`src/design/rv_be_consts.svh`:
```
`ifndef RV_BE_CONSTS_SVH
`define RV_BE_CONSTS_SVH

// RV32I major opcodes.
`define RV_OP_RTYPE  7'b0110011
`define RV_OP_IMM    7'b0010011
`define RV_OP_LOAD   7'b0000011
`define RV_OP_STORE  7'b0100011
`define RV_OP_LUI    7'b0110111
`define RV_OP_AUIPC  7'b0010111
`define RV_OP_JAL    7'b1101111
`define RV_OP_JALR   7'b1100111
`define RV_OP_SYSTEM 7'b1110011
`define RV_OP_BRANCH 7'b1100011

// Datapath and bus widths.
`define RV_XLEN   32
`define RV_AXI_AW 32

`endif

```
`src/design/rv_be_pkg.sv`:
```
`include "rv_be_consts.svh"

package rv_be_pkg;

    // Formats with an rd field.
    typedef struct packed {
        logic [6:0] funct7;
        logic [4:0] rs2;
        logic [4:0] rs1;
        logic [2:0] funct3;
        logic [4:0] rd;
        logic [6:0] opcode;
    } rd_fmt_t;

    // S-type, immediate split around rs1/rs2.
    typedef struct packed {
        logic [6:0] imm_hi;
        logic [4:0] rs2;
        logic [4:0] rs1;
        logic [2:0] funct3;
        logic [4:0] imm_lo;
        logic [6:0] opcode;
    } st_fmt_t;

    typedef union packed {
        rd_fmt_t r;
        st_fmt_t s;
    } instr_u;

    //////////////////////////////
    // Stage bundles
    //////////////////////////////

    typedef struct packed {
        instr_u               instr;
        logic [`RV_XLEN-1:0]  pc;
        logic [`RV_XLEN-1:0]  alu_result;
        logic [`RV_XLEN-1:0]  store_data;
    } ex_item_t;

    typedef struct packed {
        instr_u                instr;
        logic [`RV_XLEN-1:0]   pc;
        logic [`RV_XLEN-1:0]   alu_result;
        logic                  is_load;
        logic                  is_store;
        logic                  misaligned;
        logic [`RV_AXI_AW-1:0] addr;
        logic [`RV_XLEN-1:0]   wdata;
        logic [3:0]            wstrb;
    } mem_item_t;

    typedef struct packed {
        instr_u               instr;
        logic [`RV_XLEN-1:0]  pc;
        logic [`RV_XLEN-1:0]  alu_result;
        logic [`RV_XLEN-1:0]  rdata;      // Raw memory word.
        logic                 is_load;
        logic                 misaligned;
    } wbin_item_t;

    typedef struct packed {
        logic                 retire;
        logic                 we;
        logic [4:0]           rd;
        logic [`RV_XLEN-1:0]  data;
        logic [`RV_XLEN-1:0]  pc;
        logic                 misaligned;
    } wb_item_t;

endpackage

```
`src/design/axil_data_port.sv`:
```
`include "rv_be_consts.svh"

module axil_data_port (
    input  logic                   clk,
    input  logic                   rst_n_i,

    input  logic                   in_valid_i,
    output logic                   in_ready_o,
    input  rv_be_pkg::mem_item_t   in_item_i,

    output logic                   out_valid_o,
    input  logic                   out_ready_i,
    output rv_be_pkg::wbin_item_t  out_item_o,

    output logic [`RV_AXI_AW-1:0]  m_axil_awaddr_o,
    output logic                   m_axil_awvalid_o,
    input  logic                   m_axil_awready_i,
    output logic [`RV_XLEN-1:0]    m_axil_wdata_o,
    output logic [3:0]             m_axil_wstrb_o,
    output logic                   m_axil_wvalid_o,
    input  logic                   m_axil_wready_i,
    input  logic [1:0]             m_axil_bresp_i,
    input  logic                   m_axil_bvalid_i,
    output logic                   m_axil_bready_o,
    output logic [`RV_AXI_AW-1:0]  m_axil_araddr_o,
    output logic                   m_axil_arvalid_o,
    input  logic                   m_axil_arready_i,
    input  logic [`RV_XLEN-1:0]    m_axil_rdata_i,
    input  logic [1:0]             m_axil_rresp_i,
    input  logic                   m_axil_rvalid_i,
    output logic                   m_axil_rready_o
);

    localparam logic [1:0] ST_IDLE = 2'd0;
    localparam logic [1:0] ST_ADDR = 2'd1;
    localparam logic [1:0] ST_RESP = 2'd2;
    localparam logic [1:0] ST_DONE = 2'd3;

    logic [1:0]           state;
    logic                 aw_pend, w_pend, ar_pend;
    logic                 addr_left;
    logic                 accept, issue, resp_seen;
    rv_be_pkg::mem_item_t item_q;
    logic [`RV_XLEN-1:0]  rdata_q;

    assign in_ready_o  = (state == ST_IDLE) || (state == ST_DONE && out_ready_i);
    assign out_valid_o = state == ST_DONE;
    assign accept      = in_valid_i && in_ready_o;
    assign issue       = (in_item_i.is_load || in_item_i.is_store) && !in_item_i.misaligned;
    assign addr_left   = (aw_pend && !m_axil_awready_i) || (w_pend && !m_axil_wready_i) ||
                         (ar_pend && !m_axil_arready_i);
    assign resp_seen   = item_q.is_store ? m_axil_bvalid_i : m_axil_rvalid_i;

    always_ff @(posedge clk) begin
        if (!rst_n_i) begin
            state   <= ST_IDLE;
            aw_pend <= 1'b0;
            w_pend  <= 1'b0;
            ar_pend <= 1'b0;
        end else begin
            case (state)
                ST_IDLE, ST_DONE: begin
                    if (accept && issue) begin
                        state   <= ST_ADDR;
                        aw_pend <= in_item_i.is_store;   // AW and W together.
                        w_pend  <= in_item_i.is_store;
                        ar_pend <= in_item_i.is_load;
                    end else if (accept) begin
                        state <= ST_DONE;                // Bypass the bus.
                    end else if (out_ready_i) begin
                        state <= ST_IDLE;
                    end
                end
                ST_ADDR: begin
                    if (m_axil_awready_i) aw_pend <= 1'b0;
                    if (m_axil_wready_i)  w_pend  <= 1'b0;
                    if (m_axil_arready_i) ar_pend <= 1'b0;
                    if (!addr_left) state <= ST_RESP;
                end
                default: begin
                    if (resp_seen) state <= ST_DONE;
                end
            endcase
        end
    end

    always_ff @(posedge clk) begin
        if (accept) begin
            item_q <= in_item_i;
        end
        if (m_axil_rvalid_i && m_axil_rready_o) begin
            rdata_q <= m_axil_rdata_i;
        end
    end

    //////////////////////////////
    // Bus drive
    //////////////////////////////

    assign m_axil_awaddr_o  = item_q.addr;
    assign m_axil_awvalid_o = aw_pend;
    assign m_axil_wdata_o   = item_q.wdata;
    assign m_axil_wstrb_o   = item_q.wstrb;
    assign m_axil_wvalid_o  = w_pend;
    assign m_axil_araddr_o  = item_q.addr;
    assign m_axil_arvalid_o = ar_pend;
    assign m_axil_bready_o  = (state == ST_RESP) && item_q.is_store;
    assign m_axil_rready_o  = (state == ST_RESP) && item_q.is_load;

    always_comb begin
        out_item_o.instr      = item_q.instr;
        out_item_o.pc         = item_q.pc;
        out_item_o.alu_result = item_q.alu_result;
        out_item_o.rdata      = rdata_q;
        out_item_o.is_load    = item_q.is_load;
        out_item_o.misaligned = item_q.misaligned;
    end

    // Error responses are not handled.
    a_bresp_okay: assert property (@(posedge clk) disable iff (!rst_n_i)
        m_axil_bvalid_i && m_axil_bready_o |-> m_axil_bresp_i == 2'b00);
    a_rresp_okay: assert property (@(posedge clk) disable iff (!rst_n_i)
        m_axil_rvalid_i && m_axil_rready_o |-> m_axil_rresp_i == 2'b00);
    a_one_txn: assert property (@(posedge clk) disable iff (!rst_n_i)
        !(m_axil_awvalid_o && m_axil_arvalid_o));

endmodule

```
`src/design/load_writeback_stage.sv`:
```
`include "rv_be_consts.svh"

module load_writeback_stage (
    input  logic                   clk,
    input  logic                   rst_n_i,

    input  logic                   in_valid_i,
    output logic                   in_ready_o,
    input  rv_be_pkg::wbin_item_t  in_item_i,

    output rv_be_pkg::wb_item_t    wb_o
);

    logic [6:0]          opcode;
    logic [2:0]          funct3;
    logic [4:0]          rd;
    logic [`RV_XLEN-1:0] lane;
    logic [`RV_XLEN-1:0] load_data;
    logic [`RV_XLEN-1:0] result;
    logic                we_d;

    logic                retire_q, we_q, mis_q;
    logic [4:0]          rd_q;
    logic [`RV_XLEN-1:0] data_q, pc_q;

    assign in_ready_o = 1'b1;
    assign opcode     = in_item_i.instr.r.opcode;
    assign funct3     = in_item_i.instr.r.funct3;
    assign rd         = in_item_i.instr.r.rd;

    // Byte or halfword down to bit 0.
    assign lane = in_item_i.rdata >> {in_item_i.alu_result[1:0], 3'b000};

    always_comb begin
        case (funct3)
            3'b000:  load_data = {{24{lane[7]}}, lane[7:0]};     // LB
            3'b001:  load_data = {{16{lane[15]}}, lane[15:0]};   // LH
            3'b100:  load_data = {24'h0, lane[7:0]};             // LBU
            3'b101:  load_data = {16'h0, lane[15:0]};            // LHU
            default: load_data = lane;
        endcase
    end

    assign result = (in_item_i.is_load && !in_item_i.misaligned) ? load_data
                                                                 : in_item_i.alu_result;

    always_comb begin
        case (opcode)
            `RV_OP_RTYPE, `RV_OP_IMM, `RV_OP_LUI, `RV_OP_AUIPC,
            `RV_OP_JAL, `RV_OP_JALR: we_d = 1'b1;
            `RV_OP_LOAD:             we_d = !in_item_i.misaligned;
            `RV_OP_SYSTEM:           we_d = |funct3;     // CSR ops only.
            default:                 we_d = 1'b0;
        endcase
    end

    always_ff @(posedge clk) begin
        if (!rst_n_i) begin
            retire_q <= 1'b0;
            we_q     <= 1'b0;
        end else begin
            retire_q <= in_valid_i;
            we_q     <= in_valid_i && we_d && (|rd);
        end
    end

    always_ff @(posedge clk) begin
        if (in_valid_i) begin
            rd_q   <= rd;
            data_q <= result;
            pc_q   <= in_item_i.pc;
            mis_q  <= in_item_i.misaligned;
        end
    end

    always_comb begin
        wb_o.retire     = retire_q;
        wb_o.we         = we_q;
        wb_o.rd         = rd_q;
        wb_o.data       = data_q;
        wb_o.pc         = pc_q;
        wb_o.misaligned = mis_q;
    end

endmodule

```
`src/design/mem_request_stage.sv`:
```
`include "rv_be_consts.svh"

module mem_request_stage (
    input  logic                  clk,
    input  logic                  rst_n_i,

    input  logic                  in_valid_i,
    output logic                  in_ready_o,
    input  rv_be_pkg::ex_item_t   in_item_i,

    output logic                  out_valid_o,
    input  logic                  out_ready_i,
    output rv_be_pkg::mem_item_t  out_item_o
);

    logic                 valid_q;
    rv_be_pkg::mem_item_t item_q;
    rv_be_pkg::mem_item_t item_d;

    logic                 is_load;
    logic                 is_store;
    logic [1:0]           size;
    logic [1:0]           byte_off;
    logic [3:0]           strb_base;
    logic                 bad_align;

    //////////////////////////////
    // Decode and lane placement
    //////////////////////////////

    assign is_load  = in_item_i.instr.r.opcode == `RV_OP_LOAD;
    assign is_store = in_item_i.instr.s.opcode == `RV_OP_STORE;
    assign size     = in_item_i.instr.s.funct3[1:0];
    assign byte_off = in_item_i.alu_result[1:0];

    always_comb begin
        case (size)
            2'b00: begin
                strb_base = 4'b0001;
                bad_align = 1'b0;
            end
            2'b01: begin
                strb_base = 4'b0011;
                bad_align = byte_off[0];     // Odd halfword.
            end
            default: begin
                strb_base = 4'b1111;
                bad_align = |byte_off;
            end
        endcase
    end

    always_comb begin
        item_d.instr      = in_item_i.instr;
        item_d.pc         = in_item_i.pc;
        item_d.alu_result = in_item_i.alu_result;
        item_d.is_load    = is_load;
        item_d.is_store   = is_store;
        item_d.misaligned = (is_load || is_store) && bad_align;
        item_d.addr       = in_item_i.alu_result;
        item_d.wdata      = in_item_i.store_data << {byte_off, 3'b000};
        item_d.wstrb      = (is_store && !bad_align) ? strb_base << byte_off : 4'b0000;
    end

    //////////////////////////////
    // Single slot
    //////////////////////////////

    assign in_ready_o  = !valid_q || out_ready_i;
    assign out_valid_o = valid_q;
    assign out_item_o  = item_q;

    always_ff @(posedge clk) begin
        if (!rst_n_i) begin
            valid_q <= 1'b0;
        end else if (in_ready_o) begin
            valid_q <= in_valid_i;
        end
    end

    always_ff @(posedge clk) begin
        if (in_valid_i && in_ready_o) begin
            item_q <= item_d;
        end
    end

    // Stalled output must not change.
    a_out_stable: assert property (@(posedge clk) disable iff (!rst_n_i)
        out_valid_o && !out_ready_i |=> out_valid_o && $stable(out_item_o));

endmodule

```
`src/design/rv_backend_top.sv`:
```
`include "rv_be_consts.svh"

module rv_backend_top (
    input  logic                   clk,
    input  logic                   rst_n_i,

    input  logic                   ex_valid_i,
    output logic                   ex_ready_o,
    input  rv_be_pkg::ex_item_t    ex_item_i,

    output logic [`RV_AXI_AW-1:0]  m_axil_awaddr_o,
    output logic                   m_axil_awvalid_o,
    input  logic                   m_axil_awready_i,
    output logic [`RV_XLEN-1:0]    m_axil_wdata_o,
    output logic [3:0]             m_axil_wstrb_o,
    output logic                   m_axil_wvalid_o,
    input  logic                   m_axil_wready_i,
    input  logic [1:0]             m_axil_bresp_i,
    input  logic                   m_axil_bvalid_i,
    output logic                   m_axil_bready_o,
    output logic [`RV_AXI_AW-1:0]  m_axil_araddr_o,
    output logic                   m_axil_arvalid_o,
    input  logic                   m_axil_arready_i,
    input  logic [`RV_XLEN-1:0]    m_axil_rdata_i,
    input  logic [1:0]             m_axil_rresp_i,
    input  logic                   m_axil_rvalid_i,
    output logic                   m_axil_rready_o,

    output rv_be_pkg::wb_item_t    wb_o
);

    logic                  req_valid, req_ready;
    rv_be_pkg::mem_item_t  req_item;
    logic                  wbin_valid, wbin_ready;
    rv_be_pkg::wbin_item_t wbin_item;

    //////////////////////////////
    // EX -> MEM -> WB chain
    //////////////////////////////

    mem_request_stage i_mem_req (
        .clk         (clk),
        .rst_n_i     (rst_n_i),
        .in_valid_i  (ex_valid_i),
        .in_ready_o  (ex_ready_o),
        .in_item_i   (ex_item_i),
        .out_valid_o (req_valid),
        .out_ready_i (req_ready),
        .out_item_o  (req_item)
    );

    axil_data_port i_data_port (
        .clk              (clk),
        .rst_n_i          (rst_n_i),
        .in_valid_i       (req_valid),
        .in_ready_o       (req_ready),
        .in_item_i        (req_item),
        .out_valid_o      (wbin_valid),
        .out_ready_i      (wbin_ready),
        .out_item_o       (wbin_item),
        .m_axil_awaddr_o  (m_axil_awaddr_o),
        .m_axil_awvalid_o (m_axil_awvalid_o),
        .m_axil_awready_i (m_axil_awready_i),
        .m_axil_wdata_o   (m_axil_wdata_o),
        .m_axil_wstrb_o   (m_axil_wstrb_o),
        .m_axil_wvalid_o  (m_axil_wvalid_o),
        .m_axil_wready_i  (m_axil_wready_i),
        .m_axil_bresp_i   (m_axil_bresp_i),
        .m_axil_bvalid_i  (m_axil_bvalid_i),
        .m_axil_bready_o  (m_axil_bready_o),
        .m_axil_araddr_o  (m_axil_araddr_o),
        .m_axil_arvalid_o (m_axil_arvalid_o),
        .m_axil_arready_i (m_axil_arready_i),
        .m_axil_rdata_i   (m_axil_rdata_i),
        .m_axil_rresp_i   (m_axil_rresp_i),
        .m_axil_rvalid_i  (m_axil_rvalid_i),
        .m_axil_rready_o  (m_axil_rready_o)
    );

    load_writeback_stage i_wb (
        .clk        (clk),
        .rst_n_i    (rst_n_i),
        .in_valid_i (wbin_valid),
        .in_ready_o (wbin_ready),
        .in_item_i  (wbin_item),
        .wb_o       (wb_o)
    );

endmodule

```
`config.mk`:
```
export PLATFORM = sky130hd
export DESIGN_NAME = rv_backend_top
export DESIGN_NICKNAME = d
export VERILOG_FILES = /design/src/design/rv_be_pkg.sv /design/src/design/axil_data_port.sv /design/src/design/load_writeback_stage.sv /design/src/design/mem_request_stage.sv /design/src/design/rv_backend_top.sv
export VERILOG_INCLUDE_DIRS = /design/src /design/src/design
export SDC_FILE = /design/constraint.sdc
export NUM_CORES = 1
export LEC_CHECK = 0
export ABC_AREA = 1
export BUFFER_PORTS_ARGS = -buffer_cell sky130_fd_sc_hd__buf_4
export CORE_UTILIZATION = 53
export DETAILED_ROUTE_END_ITERATION = 8
export PLACE_DENSITY = 0.78
export SYNTH_ARGS = -nofsm -noshare
export SYNTH_HDL_FRONTEND = slang
export SYNTH_SLANG_ARGS = --single-unit
```
`constraint.sdc`:
```
create_clock -name clk -period 11.5 [get_ports clk]
set_input_delay 2.3 -clock clk [delete_from_list [all_inputs] [get_ports clk]]
set_output_delay 2.3 -clock clk [all_outputs]
set_load 0.05 [all_outputs]
```
==> impl_results.md <==
* GPL Wtd Cong at 0.787
* Final setup violating endpoints at 0
* Clk sink count at 346
* NumNets Final at 1,326
* Ports at 350
* CTS HTree Levels at 2
* Yosys Warn Count at 0
* Hold path start: i_mem_req.out_item_o[148]
* Syn Area/Cell at 14.7 um^2
* Mapped Cells at 909
* CTS resizes at 0
* Post-CTS Setup Inserts at 0
* Via count at 7,613
* Tcrit/Tclk final at 0.380
* Max cap viols at 0
* Startpoint types: primary input
* Area of the mapped netlist at 13,300 um^2
* Leading cell type in the layout, fill and taps excluded: edfxtp_1
* Worst skew pair latency at 0.50 ns
* Multi-input combinational cell area at 1880 um^2
* Die width at 161 um
* RSZ-0062 raised after global routing: false
* Die ar. at 25,800 um^2
* Vias in the first global route at 7,490
* Routed Antenna Nets at 0
* Layout cells sized above 1 at 0.360
* Final hold slack at 0.414 ns
* CP max stage cell: a21oi_4
* P_leak at 6.54 nW
* R2R depth at 6
* R2R Path Start: i_data_port.state[0]
* Clock Path Buffers at 3
* Initial core utilization at 0.544
* Pin count of the biggest net entering global routing at 72
* Worst r2r dst: i_mem_req.out_item_o[79]
* FP Rows at 57
* CP most frequent cell: buf_4
* Crit path required time at 11.62 ns
* Status: finished, final reports clean
* Total GRT Usage at 0.209
* Crit path kind: primary input to flip-flop
* First drt pass iteration count at 5
* Clock Pin Slew Worst Setup and Hold Paths at 0.06 ns
* Utilization after layout at 0.670
* Syn-to-layout area delta at 23.2%
* Asr flop ratio synth at 0
* Final Max Slew Viols at 0
* PwrDens at 218 nW/um^2
* Global-route wire length before repair at 40.9 mm
* Hold depth at 0
* Worst-Margin Slew at 1.18 ns
* N_diodes at 0
* Arr. time, crit path at 4.49 ns
* HP Class: flip-flop to flip-flop
* Worst VDD drop at 0.000151 V
* Fillers at 1,724
* CP max stage delay at 0.73 ns
* Sequential-to-total area share from yosys stat at 0.773
* Crit Path Max Fanout at 52
* CTS Root Cell: clkbuf_16
* Tmin final at 4.37 ns
* Hold Path End: i_data_port.out_item_o[111]
* Maximum clock rate at 229 MHz
* Setup tns final at 0 ns
* Hpwl dp at 18.5 mm
* Internal reg-to-reg setup slack at 8.09 ns
* Syn_nets at 1,085
* Commonest cells after routing, fill and taps aside: edfxtp_1, buf_4, nand2_1
* Core ar. at 24,500 um^2
* Iter 0 DRT Violations at 588
* Grt ovf at 0
* Hold_buf cts at 0
* Cts bufs inserted at 35
* Die Ht at 161 um
* CTS tree: built
* Residual DRC count at 0
* Port bufs at 328
* Nature of the critical path endpoint: flip-flop
* Drt via density at 5.09
* Reg area at 10,300 um^2
* Slew HR at 0.213
* Top_reg_cell synth: edfxtp_1
* Routed WL per cell at 18.1 um
* Synth cell types at 33
* Number of flops mapped to enable cells by yosys at 338
* Skew final at 0.0166 ns
* Worst path cell trace: buf_4 -> inv_1 -> a21oi_4 -> buf_4 -> buf_4
* Antenna violations before repair at 0
* #FFs+latches synth at 346
* Final Hold Fails at 0
* Final wirelength at 27.1 mm
## through the flow
step	instance area (um^2)	worst slack, ns	cells	total power [mW]
after floorplan	13300	2.84	909	2.33
after global placement	15300	6.64	1437	2.48
after detailed placement	15300	6.58	1437	2.50
after CTS	16400	7.11	1497	3.62
after global routing	16400	6.97	1497	3.72
final	16400	7.13	1497	3.58
## flip-flops by register name, indices dropped and copies added (netlist names)
name,flops
i_mem_req.out_item_o,118
i_data_port.out_item_o,81
i_data_port.m_axil_wdata_o,32
i_data_port.rdata_q,32
i_wb.data_q,32
i_wb.pc_q,32
i_wb.rd_q,5
i_data_port.m_axil_wstrb_o,4
i_data_port.state,2
i_data_port.item_q,1
i_data_port.m_axil_arvalid_o,1
i_data_port.m_axil_awvalid_o,1
i_data_port.m_axil_wvalid_o,1
i_mem_req.out_valid_o,1
i_wb.mis_q,1
i_wb.retire_q,1
i_wb.we_q,1
## routing by layer
metal	global-route usage	vias up	routed length [um]
met1	0.261	3633	10200
met2	0.358	350	13900
met5	0	-	0
met3	0.0591	38	2500
li1	-	3592	-
met4	0.0584	0	498
## how the worst max path moves through the flow
stage	from	end	cells past startpoint
after floorplan	ex_valid_i	i_mem_req.out_item_o[0]	2
after global placement	ex_valid_i	i_mem_req.out_item_o[129]	5
after detailed placement	ex_valid_i	i_mem_req.out_item_o[79]	5
after CTS	ex_valid_i	i_mem_req.out_item_o[133]	5
after global routing	ex_valid_i	i_mem_req.out_item_o[89]	5
final	ex_valid_i	i_mem_req.out_item_o[79]	5
## cells in the mapped netlist, drive strengths merged (5+ instances only)
cell    count  share of area
edfxtp    338           0.76
buf       123          0.070
nand2     110          0.033
nor2       87          0.025
inv        58          0.017
a21oi      52          0.020
nand3      42          0.020
o21ai      27          0.010
or2        17         0.0080
a22oi       9         0.0051
o31ai       9         0.0051
dfxtp       8          0.012
nor3        8         0.0030
clkbuf      5         0.0014
## area by class of cell
type,instances,area share
inverter,58,0.0137
multi-input combinational,377,0.114
sequential,346,0.627
timing repair buffer,332,0.152
tap,324,0.0247
clock buffer,47,0.0586
clock inverter,13,0.00989
## report_power, final
group          switching (mW)  internal, mW  leakage, nW
registers              0.0744          1.62         3.24
logic                   0.564         0.209         2.75
clock network           0.438         0.677        0.548
total                    1.08          2.51         6.54
## worst max-delay path: cells and delay by family
family | cells | cell delay (ns)
compound gates | 1 | 0.73
buf+inv | 4 | 1.42
## cell families after synthesis
family | count (synthesis) | synth area share
buffers and inverters | 186 | 0.0882
and+or+nand+nor | 269 | 0.0909
muxes | 4 | 0.00300
AOI/OAI and AO/OA | 100 | 0.0414
DFF | 346 | 0.773
adders and majority gates | 4 | 0.00375
Note: power is estimated with default switching activity, not from simulation.
